--- config.mk ---
export PLATFORM = sky130hd
export DESIGN_NAME = muldiv_unit
export DESIGN_NICKNAME = d
export VERILOG_FILES = /design/src/hw/muldiv_pkg.sv /design/src/hw/int_mul_var_lat.sv /design/src/hw/int_div_iter.sv /design/src/hw/muldiv_order_ctrl.sv /design/src/hw/muldiv_unit.sv
export VERILOG_INCLUDE_DIRS = /design/src /design/src/include
export SDC_FILE = /design/constraint.sdc
export NUM_CORES = 1
export LEC_CHECK = 0
export ABC_AREA = 1
export BUFFER_PORTS_ARGS = -buffer_cell sky130_fd_sc_hd__buf_2
export CORE_MARGIN = 5
export CORE_UTILIZATION = 54
export DETAILED_ROUTE_END_ITERATION = 8
export PLACE_DENSITY = 0.79
export SYNTH_ARGS = -nofsm -noshare
export SYNTH_HDL_FRONTEND = slang
export SYNTH_SLANG_ARGS = --single-unit
--- constraint.sdc ---
create_clock -name clk -period 3.5 [get_ports clk]
set_clock_uncertainty 0.2 [all_clocks]
set_input_delay 0.525 -clock clk [delete_from_list [all_inputs] [get_ports clk]]
set_output_delay 0.525 -clock clk [all_outputs]
set_load 0.05 [all_outputs]
--- src/include/muldiv_defines.svh ---
//--------------------------------------------------------------------------
// Width and depth macros for the integer multiply/divide unit
//--------------------------------------------------------------------------

`ifndef MULDIV_DEFINES_SVH
`define MULDIV_DEFINES_SVH

// Operand and result width
`define MULDIV_XLEN 32

// Function code field
`define MULDIV_FUNC_NBITS 2

// Order queue, one slot per engine
`define MULDIV_ORDER_DEPTH 2

`endif

--- src/hw/muldiv_pkg.sv ---
//--------------------------------------------------------------------------
// Function codes, engine ids and iterative FSM states
//--------------------------------------------------------------------------

`include "muldiv_defines.svh"

package muldiv_pkg;

  // Request function codes
  typedef enum logic [`MULDIV_FUNC_NBITS-1:0] {
    FUNC_MUL  = 2'd0,
    FUNC_DIVU = 2'd1,
    FUNC_REMU = 2'd2
  } muldiv_func_e;

  // Engine that owns a request, kept in the order queue
  typedef enum logic {
    ENGINE_MUL = 1'b0,
    ENGINE_DIV = 1'b1
  } muldiv_engine_e;

  // Shared by both engine FSMs
  typedef enum logic [1:0] {
    STATE_IDLE = 2'd0,
    STATE_CALC = 2'd1,
    STATE_DONE = 2'd2
  } iter_state_e;

endpackage

--- src/hw/int_mul_var_lat.sv ---
//--------------------------------------------------------------------------
// Variable-latency shift-and-add multiplier, skips zero runs in B
//--------------------------------------------------------------------------

`timescale 1ns/1ps
`include "muldiv_defines.svh"

module int_mul_var_lat
  import muldiv_pkg::*;
(
  input  logic                    clk,
  input  logic                    reset,

  // Request
  input  logic                    in_val,
  output logic                    in_rdy,
  input  logic [`MULDIV_XLEN-1:0] in_a,
  input  logic [`MULDIV_XLEN-1:0] in_b,

  // Response
  output logic                    out_val,
  input  logic                    out_rdy,
  output logic [`MULDIV_XLEN-1:0] out_msg
);

  iter_state_e             state;
  iter_state_e             state_next;

  logic [`MULDIV_XLEN-1:0] a_reg;
  logic [`MULDIV_XLEN-1:0] b_reg;
  logic [`MULDIV_XLEN-1:0] result_reg;

  logic [3:0]              zero_cnt;
  logic [`MULDIV_XLEN-1:0] a_shift;
  logic [`MULDIV_XLEN-1:0] b_shift;
  logic [`MULDIV_XLEN-1:0] a_next;
  logic [`MULDIV_XLEN-1:0] b_next;
  logic [`MULDIV_XLEN-1:0] result_next;
  logic                    in_go;
  logic                    out_go;
  logic                    calc_done;

  //------------------------------------------------------------------------
  // Datapath
  //------------------------------------------------------------------------

  // Trailing zeros of the low byte, 8 when the byte is clear
  always_comb begin
    zero_cnt = 4'd8;
    for (int i = 7; i >= 0; i--) begin
      if (b_reg[i]) begin
        zero_cnt = i[3:0];
      end
    end
  end

  // Skip the zero run, then consume one more bit
  assign a_shift = a_reg << zero_cnt;
  assign b_shift = b_reg >> zero_cnt;
  assign a_next  = a_shift << 1;
  assign b_next  = b_shift >> 1;

  // Accumulate only on a set bit
  assign result_next = b_shift[0] ? (result_reg + a_shift) : result_reg;

  // Nothing left in B after this step
  assign calc_done = (b_next == '0);

  always_ff @(posedge clk) begin
    if (in_go) begin
      a_reg      <= in_a;
      b_reg      <= in_b;
      result_reg <= '0;
    end else if (state == STATE_CALC) begin
      a_reg      <= a_next;
      b_reg      <= b_next;
      result_reg <= result_next;
    end
  end

  //------------------------------------------------------------------------
  // Control FSM
  //------------------------------------------------------------------------

  assign in_go  = in_val && in_rdy;
  assign out_go = out_val && out_rdy;

  always_ff @(posedge clk) begin
    if (reset) begin
      state <= STATE_IDLE;
    end else begin
      state <= state_next;
    end
  end

  always_comb begin
    state_next = state;
    case (state)
      STATE_IDLE: if (in_go)     state_next = STATE_CALC;
      STATE_CALC: if (calc_done) state_next = STATE_DONE;
      STATE_DONE: if (out_go)    state_next = STATE_IDLE;
      default:                   state_next = STATE_IDLE;
    endcase
  end

  // Handshake straight from the state
  assign in_rdy  = (state == STATE_IDLE);
  assign out_val = (state == STATE_DONE);
  assign out_msg = result_reg;

endmodule

--- src/hw/int_div_iter.sv ---
//--------------------------------------------------------------------------
// Iterative restoring divider, unsigned quotient or remainder
//--------------------------------------------------------------------------

`timescale 1ns/1ps
`include "muldiv_defines.svh"

module int_div_iter
  import muldiv_pkg::*;
(
  input  logic                    clk,
  input  logic                    reset,

  // Request
  input  logic                    in_val,
  output logic                    in_rdy,
  input  logic [`MULDIV_XLEN-1:0] in_a,
  input  logic [`MULDIV_XLEN-1:0] in_b,
  input  logic                    div_is_rem,

  // Response
  output logic                    out_val,
  input  logic                    out_rdy,
  output logic [`MULDIV_XLEN-1:0] out_msg
);

  localparam int STEP_NBITS = $clog2(`MULDIV_XLEN);

  iter_state_e             state;
  iter_state_e             state_next;

  logic [`MULDIV_XLEN-1:0] rem_reg;
  logic [`MULDIV_XLEN-1:0] quo_reg;
  logic [`MULDIV_XLEN-1:0] dvsr_reg;
  logic                    is_rem_reg;
  logic [STEP_NBITS-1:0]   step;

  logic [`MULDIV_XLEN:0]   rem_shift;
  logic [`MULDIV_XLEN+1:0] diff;
  logic                    diff_neg;
  logic                    in_go;
  logic                    out_go;
  logic                    last_step;

  //------------------------------------------------------------------------
  // Datapath
  //------------------------------------------------------------------------

  // Next dividend bit moves from the quotient into the remainder
  assign rem_shift = {rem_reg, quo_reg[`MULDIV_XLEN-1]};

  // Trial subtract, one extra bit for the sign
  assign diff     = {1'b0, rem_shift} - {2'b00, dvsr_reg};
  assign diff_neg = diff[`MULDIV_XLEN+1];

  always_ff @(posedge clk) begin
    if (in_go) begin
      rem_reg    <= '0;
      quo_reg    <= in_a;
      dvsr_reg   <= in_b;
      is_rem_reg <= div_is_rem;
    end else if (state == STATE_CALC) begin
      // Restore on a negative difference
      rem_reg <= diff_neg ? rem_shift[`MULDIV_XLEN-1:0] : diff[`MULDIV_XLEN-1:0];
      quo_reg <= {quo_reg[`MULDIV_XLEN-2:0], ~diff_neg};
    end
  end

  //------------------------------------------------------------------------
  // Control FSM and step counter
  //------------------------------------------------------------------------

  assign in_go     = in_val && in_rdy;
  assign out_go    = out_val && out_rdy;
  assign last_step = (step == STEP_NBITS'(`MULDIV_XLEN - 1));

  always_ff @(posedge clk) begin
    if (reset) begin
      state <= STATE_IDLE;
      step  <= '0;
    end else begin
      state <= state_next;
      if (in_go) begin
        step <= '0;
      end else if (state == STATE_CALC) begin
        step <= step + 1'b1;
      end
    end
  end

  // Exactly one CALC cycle per quotient bit
  always_comb begin
    state_next = state;
    case (state)
      STATE_IDLE: if (in_go)     state_next = STATE_CALC;
      STATE_CALC: if (last_step) state_next = STATE_DONE;
      STATE_DONE: if (out_go)    state_next = STATE_IDLE;
      default:                   state_next = STATE_IDLE;
    endcase
  end

  assign in_rdy  = (state == STATE_IDLE);
  assign out_val = (state == STATE_DONE);
  assign out_msg = is_rem_reg ? rem_reg : quo_reg;

endmodule

--- src/hw/muldiv_order_ctrl.sv ---
//--------------------------------------------------------------------------
// Request steering and in-order response merge for the two engines
//--------------------------------------------------------------------------

`timescale 1ns/1ps
`include "muldiv_defines.svh"

module muldiv_order_ctrl
  import muldiv_pkg::*;
(
  input  logic                    clk,
  input  logic                    reset,

  // Request side
  input  logic                    in_val,
  output logic                    in_rdy,
  input  muldiv_func_e            in_func,

  // Engine requests
  output logic                    mul_in_val,
  input  logic                    mul_in_rdy,
  output logic                    div_in_val,
  input  logic                    div_in_rdy,
  output logic                    div_is_rem,

  // Engine responses
  input  logic                    mul_out_val,
  output logic                    mul_out_rdy,
  input  logic [`MULDIV_XLEN-1:0] mul_out_msg,
  input  logic                    div_out_val,
  output logic                    div_out_rdy,
  input  logic [`MULDIV_XLEN-1:0] div_out_msg,

  // Response side
  output logic                    out_val,
  input  logic                    out_rdy,
  output logic [`MULDIV_XLEN-1:0] out_msg
);

  localparam int DEPTH     = `MULDIV_ORDER_DEPTH;
  localparam int PTR_NBITS = (DEPTH > 1) ? $clog2(DEPTH) : 1;
  localparam int CNT_NBITS = $clog2(DEPTH + 1);

  muldiv_engine_e       order_q [DEPTH];
  logic [PTR_NBITS-1:0] wr_ptr;
  logic [PTR_NBITS-1:0] rd_ptr;
  logic [CNT_NBITS-1:0] count;

  muldiv_engine_e       req_engine;
  muldiv_engine_e       head_engine;
  logic                 full;
  logic                 empty;
  logic                 sel_rdy;
  logic                 push;
  logic                 pop;

  //------------------------------------------------------------------------
  // Request steering
  //------------------------------------------------------------------------

  assign req_engine = (in_func == FUNC_MUL) ? ENGINE_MUL : ENGINE_DIV;
  assign full       = (count == CNT_NBITS'(DEPTH));
  assign empty      = (count == '0);
  assign sel_rdy    = (req_engine == ENGINE_MUL) ? mul_in_rdy : div_in_rdy;

  // Accept only with a free queue slot
  assign in_rdy     = sel_rdy && !full;
  assign mul_in_val = in_val && !full && (req_engine == ENGINE_MUL);
  assign div_in_val = in_val && !full && (req_engine == ENGINE_DIV);
  assign div_is_rem = (in_func == FUNC_REMU);
  assign push       = in_val && in_rdy;

  //------------------------------------------------------------------------
  // Response merge, head engine only
  //------------------------------------------------------------------------

  assign head_engine = order_q[rd_ptr];
  assign mul_out_rdy = out_rdy && !empty && (head_engine == ENGINE_MUL);
  assign div_out_rdy = out_rdy && !empty && (head_engine == ENGINE_DIV);
  assign out_val     = !empty && ((head_engine == ENGINE_MUL) ? mul_out_val : div_out_val);
  assign out_msg     = (head_engine == ENGINE_MUL) ? mul_out_msg : div_out_msg;
  assign pop         = out_val && out_rdy;

  // Order queue
  always_ff @(posedge clk) begin
    if (push) begin
      order_q[wr_ptr] <= req_engine;
    end
  end

  always_ff @(posedge clk) begin
    if (reset) begin
      wr_ptr <= '0;
      rd_ptr <= '0;
      count  <= '0;
    end else begin
      if (push) begin
        wr_ptr <= (wr_ptr == PTR_NBITS'(DEPTH - 1)) ? '0 : wr_ptr + 1'b1;
      end
      if (pop) begin
        rd_ptr <= (rd_ptr == PTR_NBITS'(DEPTH - 1)) ? '0 : rd_ptr + 1'b1;
      end
      count <= count + CNT_NBITS'(push) - CNT_NBITS'(pop);
    end
  end

endmodule

--- src/hw/muldiv_unit.sv ---
//--------------------------------------------------------------------------
// Multiply/divide unit top, two engines behind the order controller
//--------------------------------------------------------------------------

`timescale 1ns/1ps
`include "muldiv_defines.svh"

module muldiv_unit
  import muldiv_pkg::*;
(
  input  logic                    clk,
  input  logic                    reset,

  // Requests
  input  logic                    in_val,
  output logic                    in_rdy,
  input  muldiv_func_e            in_func,
  input  logic [`MULDIV_XLEN-1:0] in_a,
  input  logic [`MULDIV_XLEN-1:0] in_b,

  // Responses, request order
  output logic                    out_val,
  input  logic                    out_rdy,
  output logic [`MULDIV_XLEN-1:0] out_msg
);

  logic                    mul_in_val;
  logic                    mul_in_rdy;
  logic                    mul_out_val;
  logic                    mul_out_rdy;
  logic [`MULDIV_XLEN-1:0] mul_out_msg;

  logic                    div_in_val;
  logic                    div_in_rdy;
  logic                    div_is_rem;
  logic                    div_out_val;
  logic                    div_out_rdy;
  logic [`MULDIV_XLEN-1:0] div_out_msg;

  // Steering and reorder
  muldiv_order_ctrl i_order_ctrl (
    .clk         (clk),
    .reset       (reset),
    .in_val      (in_val),
    .in_rdy      (in_rdy),
    .in_func     (in_func),
    .mul_in_val  (mul_in_val),
    .mul_in_rdy  (mul_in_rdy),
    .div_in_val  (div_in_val),
    .div_in_rdy  (div_in_rdy),
    .div_is_rem  (div_is_rem),
    .mul_out_val (mul_out_val),
    .mul_out_rdy (mul_out_rdy),
    .mul_out_msg (mul_out_msg),
    .div_out_val (div_out_val),
    .div_out_rdy (div_out_rdy),
    .div_out_msg (div_out_msg),
    .out_val     (out_val),
    .out_rdy     (out_rdy),
    .out_msg     (out_msg)
  );

  // Operands fan out to both engines
  int_mul_var_lat i_mul (
    .clk     (clk),
    .reset   (reset),
    .in_val  (mul_in_val),
    .in_rdy  (mul_in_rdy),
    .in_a    (in_a),
    .in_b    (in_b),
    .out_val (mul_out_val),
    .out_rdy (mul_out_rdy),
    .out_msg (mul_out_msg)
  );

  int_div_iter i_div (
    .clk        (clk),
    .reset      (reset),
    .in_val     (div_in_val),
    .in_rdy     (div_in_rdy),
    .in_a       (in_a),
    .in_b       (in_b),
    .div_is_rem (div_is_rem),
    .out_val    (div_out_val),
    .out_rdy    (div_out_rdy),
    .out_msg    (div_out_msg)
  );

endmodule

==> reports/qor.csv, run 1 <==
metric,value,unit
layout net count,2571,
fmax,0.248,GHz
layout cell share with drive strength beyond 1,26.1,%
Worst setup EP type,flop,
Die Area,31600,µm²
status,"finished, violations left",
PwrDens,1070,nW/µm²
sequential fraction of the synthesis area,36.1,%
R2R setup slack,-0.53,ns
Cell variety after synth,55,
crit path from,i_mul.b_reg[7],
clk root buf,clkbuf_16,
total gr overflow,0,
CTS Buf Count,25,
Slew @ Worst Pin,0.672,ns
"Cell Count, Final, Fillers Out",2825,
dpl ws,-0.574,ns
Worst Hold Slack,0.00950,ns
Die Ht,178,µm
largest net degree at the start of global routing,67,
startpoint types,flop,
placed cells,2719,
average wire per standard cell,20.9,µm
Synth Warn #,0,
Leak Pwr,0.00902,µW
Core Region,27800,µm²
number of max-cap violations,0,
DR vias/cell,6.09,
fillers,2079,
vias in the first global route,15500,
instance count of the mapped netlist,2161,
DR DRC count,0,
row count,61,
clk sinks,209,
Seq cells post-synth,209,
total design power,21700,µW
First-pass DRT Iterations,6,
via count,17200,
ys flop type,edfxtp_1,
crit share post-route,115,%
Synth Area per Inst,7.04,µm²
buffer depth of the longest clock path,3,
Final GP Congestion,0.970,
worst hold path type,input port to flop,
Slew headroom,55.2,%
# setup viols final,24,
register area,5500,µm²
Critical Path End,i_mul.out_msg[31],
Final min period,4.03,ns
CTS tree,built,
Reg2Reg Depth,24,
Ant. Diodes,0,
io pins,104,
worst r2r src,i_mul.b_reg[7],
DRT Wirelength,58.9,mm
critical setup path kind,flop to flop,
antenna-violating nets left,0,
post-detail-place hpwl,40.1,mm
WP data required,3.74,ns
Worst Slack Setup Final,-0.529,ns
Total GRT Usage,33.4,%
CP Max Fanout,10,
"Cell Area, Synth",15200,µm²
Post-synth EDFFs,131,
RR Endpoint,i_mul.out_msg[31],
initial drt markers,2329,
failing checks,setup timing,
"FFs w/ async S/R, synth",0,%
RSZ-0062 raised after global routing,yes,
"Slew Viols, Final",0,
Worst EP arrival,4.26,ns
initial antenna violation count,3,
initial core utilization,54.8,%
first-pass GRT wire length,83.2,mm
Worst-Skew Late Latency,0.54,ns
"Reg clk slew, reported paths",0.06,ns
Area Growth Syn to Fin,32.7,%
Worst VDD drop,1.28,mV
Multi-input gate area,9750,µm²
IO buf count,103,
chip width,178,µm
final hold violation count,0,
H-tree depth,1,
post-synth net total,2303,
## kinds of logic after synthesis
kind of cell,Yosys count,share of synthesized area [%]
AND/OR/NAND/NOR,918,25.2
AO/OA/AOI/OAI,550,19.8
multiplexers,5,0.329
buffers and inverters,353,9.47
XOR/XNOR,54,3.11
adder cells (fa/ha/maj),72,6.02
flip-flops,209,36.1
## repair_timing
action,in CTS,in global routing
pin swaps,50,93
resized for setup,153,216
buffers inserted,35,17
endpoints found under the hold margin,4,0
hold buffers,4,0
endpoints found under the setup margin,23,31
cloned,6,0
## per-layer routing
| metal | track usage [%] | wire (µm) | vias up |
|---|---|---|---|
| li1 | - | - | 7826 |
| met1 | 45.3 | 22700 | 7909 |
| met2 | 52.8 | 26100 | 1209 |
| met3 | 6.60 | 6590 | 263 |
| met4 | 12.7 | 3420 | 4 |
| met5 | 0 | 31 | - |
## synthesized netlist by cell type (3+ instances only)
library cell  number  area share [%]
inv_1            242             6.0
o21bai_1           4            0.20
xnor2_1           28             1.6
xor2_1            26             1.5
a31oi_1           11            0.45
nand3b_1           4            0.20
nor3_1            15            0.49
nand2_2            4            0.16
or2_2              6            0.25
o211ai_1          22             1.1
nand3_1          191             6.3
buf_2             29            0.95
buf_1              6            0.15
buf_4              8            0.39
o221ai_1           8            0.46
nor4_1             7            0.29
buf_6              5            0.37
nor2_1           149             3.7
o22ai_1            6            0.25
ha_1              70             5.8
dfxtp_1           78              10
a21boi_0           4            0.20
a21oi_1          137             4.5
o21ai_0          302             9.9
o21a_1             8            0.39
inv_2              6            0.15
nand4_1            8            0.33
clkbuf_1          54             1.3
a21o_1             7            0.35
o21ai_1           25            0.82
nor2_2             3            0.12
mux2i_1            5            0.33
nand2_1          523              13
edfxtp_1         131              26
## per-stage QoR
step / cell area (µm²) / setup TNS [ns] / utilization, %
detailed placement: 17200 / -6.98 / 61.9
global route: 20200 / -11.25 / 72.7
global placement: 17200 / -5.87 / 61.9
floorplan: 15200 / -0.218 / -
CTS: 19100 / -3.32 / 68.8
finish: 20200 / -7.30 / 72.7
## cells in the final DEF, fill, tap and decap left out, types with 18 or more instances in the layout
cell type    n
nand2_1    482
inv_1      229
edfxtp_1   131
nor2_1     124
o211ai_1    22
o21ai_2     36
buf_2      103
nor2_2      19
o21ai_0    251
a21oi_1    109
xor2_1      25
buf_4      204
nand2_2     37
ha_4        24
xnor2_1     24
ha_1        46
clkbuf_16   26
a21oi_2     18
nand3_1    179
dfxtp_1     78
o21ai_1     32
## worst min-delay path by stage
stage	slack, ns	cells after the start	start	endpoint
final	0.009	1	in_b[11]	i_div.dvsr_reg[11]
after global routing	0.004	1	in_b[2]	i_div.dvsr_reg[2]
after CTS	0.002	1	in_b[16]	i_div.dvsr_reg[16]
after detailed placement	0.27	2	i_mul.out_msg[10]	i_mul.out_msg[10]
after global placement	0.25	2	i_div.step[4]	i_div.step[4]
after floorplan	0.24	2	i_mul.out_msg[10]	i_mul.out_msg[10]
## layout make-up
type	instances	area share, %
multi-input cells	1599	48.2
flip-flops and latches	209	27.2
repair buffers	345	13.4
inverters	249	4.72
clock buffers	38	3.69
well taps	378	2.34
clock inverters	7	0.446
## worst max-delay path: stages (launching register included)
cell and delay (ns):
edfxtp_1 0.39, nand2_1 0.07, nand2_1 0.06, nand2_1 0.06, nand2_1 0.07, nand2_2 0.14
nand2_8 0.10, buf_6 0.14, buf_16 0.14, bufbuf_16 0.27, o21ai_1 0.27, o21ai_0 0.19
o221ai_2 0.41, ha_4 0.29, a21o_1 0.20, nand2_1 0.06, a21oi_1 0.09, nor4_4 0.35
nand2_4 0.11, inv_1 0.06, nand2_1 0.06, nand3_2 0.07, nand2_1 0.06, nand2_1 0.05
nor2_1 0.04
## where the power goes
part | internal (µW) | switching (µW) | total [µW]
Clock | 1610 | 1100 | 2710
Sequential | 3820 | 605 | 4420
Combinational | 5550 | 8980 | 14500
Power figures use the tool's default switching activity.
==> run 2, diff against run 1 <==
--- a/config.mk
+++ b/config.mk
@@ -11,7 +11,7 @@
 export CORE_MARGIN = 5
 export CORE_UTILIZATION = 54
 export DETAILED_ROUTE_END_ITERATION = 8
-export PLACE_DENSITY = 0.79
+export PLACE_DENSITY = 0.81
 export SYNTH_ARGS = -nofsm -noshare
 export SYNTH_HDL_FRONTEND = slang
 export SYNTH_SLANG_ARGS = --single-unit
==> run 2 against run 1 <==
  * The run still ends with setup timing left
  * Cell count fell by 0.39%
  * Combinational power about the same
  * Critical path depth grew 2
  * Highest routed layer is now met4
  * Maximum frequency grew 0.98%
  * First-iteration DRC count fell by 7.0%
  * Via count decreased by 1.5%
  * Clock-buffer cell count stayed put
==> reports/qor.csv, run 2 (synthesis gave the netlist of run 1 again) <==
metric,value,unit,change
status,"finished, violations left",,
failing checks,setup timing,,
min-delay src,in_b[20],,
critical setup path kind,flop to flop,,
CP Max Fanout,12,,+2
Core Region,27800,µm²,unchanged
worst r2r src,i_mul.b_reg[7],,
DR DRC count,0,,unchanged
number of max-cap violations,0,,unchanged
DP Area,17100,µm²,-0.28%
Worst VDD drop,1.18,mV,-7.9%
io pins,104,,unchanged
Die Ht,178,µm,unchanged
clk root buf,clkbuf_16,,
vias in the first global route,15700,,+1.3%
# setup viols final,20,,-17%
RSZ-0062 raised after global routing,yes,,
busiest grt layer,met2,,
buffer depth of the longest clock path,3,,unchanged
RR Endpoint,i_mul.out_msg[26],,
post-detail-place hpwl,39.8,mm,-0.84%
Die Area,31600,µm²,unchanged
startpoint types,flop,,
CTS Buf Count,25,,unchanged
fmax,0.251,GHz,+0.98%
Post-CTS Hold Buffers,0,,-4
R2R setup slack,-0.49,ns,+0.04 ns
met1 Use GR,46.0,%,+0.66 points
Area Growth Syn to Fin,30.6,%,
fin area,19900,µm²,-1.6%
grt met3 use,4.07,%,-2.5 points
met2 usage,53.6,%,+0.81 points
"Reg clk slew, reported paths",0.06,ns,about the same
row count,61,,unchanged
final hold violation count,0,,unchanged
chip width,178,µm,unchanged
Ant. Diodes,0,,unchanged
DR vias/cell,6.03,,-1.1%
first-pass GRT wire length,83.4,mm,+0.25%
hold endpoint,i_div.dvsr_reg[20],,
"commonest non-fill, non-tap cell in the layout",nand2_1,,
total design power,21200,µW,-2.0%
Total GRT Usage,33.1,%,-0.28 points
Worst-Skew Late Latency,0.53,ns,about the same
antenna-violating nets left,0,,unchanged
layout cell share with drive strength beyond 1,24.9,%,-1.2 points
Leak Pwr,0.00897,µW,-0.59%
Reg2Reg Depth,26,,+8.3%
IO buf count,103,,unchanged
Final min period,3.99,ns,-0.0391 ns
largest net degree at the start of global routing,68,,+1.5%
Worst setup EP type,flop,,
Slew headroom,55.6,%,+0.38 points
Worst Hold Slack,0.0158,ns,+0.00631 ns
total gr overflow,0,,unchanged
setup_tns,-6.02,ns,+1.28 ns
WHS Path Cells,1,,unchanged
crit share post-route,114,%,-1.1 points
layout net count,2561,,-0.39%
most frequent cells in the layout,"479 x nand2_1, 255 x o21ai_0, 234 x inv_1, 192 x buf_4, 181 x nand3_1",,
"Slew Viols, Final",0,,unchanged
Worst Slack Setup Final,-0.490,ns,+0.0391 ns
via count,17000,,-1.5%
First-pass DRT Iterations,7,,+1
initial core utilization,54.8,%,unchanged
initial drt markers,2166,,-7.0%
CTS tree,built,,
DRT Wirelength,56.6,mm,-3.9%
H-tree depth,1,,unchanged
worst hold path type,input port to flop,,
WP data required,3.70,ns,-0.04 ns
PwrDens,1070,nW/µm²,-0.41%
clk sinks,209,,unchanged
Final GP Congestion,0.996,,+2.6%
Worst EP arrival,4.19,ns,-0.07 ns
initial antenna violation count,1,,-2
average wire per standard cell,20.1,µm,-3.6%
Slew @ Worst Pin,0.666,ns,-0.00570 ns
run 2: how the worst max path moves through the flow:
stage | slack [ns] | endpoint | startpoint
2_1_floorplan | -0.14 | i_mul.out_msg[28] | i_mul.b_reg[5]
3_3_place_gp | -0.75 | i_mul.out_msg[17] | i_mul.b_reg[6]
3_5_place_dp | -0.77 | i_mul.out_msg[19] | i_mul.b_reg[7]
4_1_cts | -0.28 | i_mul.out_msg[31] | i_mul.b_reg[6]
5_1_grt | -0.67 | i_mul.out_msg[26] | i_mul.b_reg[7]
6_report | -0.49 | i_mul.out_msg[26] | i_mul.b_reg[7]
run 2: worst max-delay path, stage by stage, from the launching register on:
cell,delay [ns]
edfxtp_1,0.40
nand2_1,0.09
nand2_1,0.05
nand2_1,0.05
nand2_1,0.06
nand2_2,0.12
nand2_8,0.09
buf_12,0.16
o21ai_0,0.32
nand2_1,0.14
o21ai_2,0.12
nand2_1,0.09
nand2_1,0.09
nor2_1,0.05
a21oi_2,0.15
ha_1,0.28
a21oi_1,0.20
inv_1,0.11
a31oi_4,0.19
o21ai_2,0.09
a21oi_2,0.11
nand2_2,0.10
a21oi_4,0.15
buf_4,0.13
buf_6,0.08
xor2_2,0.14
a21oi_1,0.09
run 2: timing repair:
| action | 4_1_cts | 5_1_grt |
|---|---|---|
| pin swaps | 47 | 65 |
| setup buffers | 34 | 25 |
| cloned | 3 | 0 |
| resized for setup | 189 | 149 |
| endpoints found under the setup margin | 23 | 26 |
| hold endpoints to repair | 0 | 0 |
run 2: final cells by class:
class | count | area, µm²
clock inverters | 6 | 35.0
well taps | 378 | 473
multi-input cells | 1599 | 9580
clock buffers | 38 | 756
inverters | 249 | 955
flip-flops and latches | 209 | 5500
fillers | 2146 | 7910
repair buffers | 335 | 2570
run 2: where the power goes:
group	switching (µW)	internal [µW]	total, µW	leakage, µW
registers	613	3820	4430	0.00189
clock network	1040	1480	2520	0.000385
logic	8780	5490	14300	0.00670
run 2: metrics by stage:
step,setup slack (ns),cells,utilization (%)
final,-0.490,2814,71.5
after global routing,-0.669,2814,71.5
after CTS,-0.276,2789,68.4
after detailed placement,-0.766,2711,61.7
after global placement,-0.747,2711,61.7
after floorplan,-0.141,2161,-
run 2: routing by layer:
metal	up-vias	share of wire [%]
met5	-	0
met4	0	5.4
met3	268	12
met2	1198	45
met1	7676	38
li1	7814	-
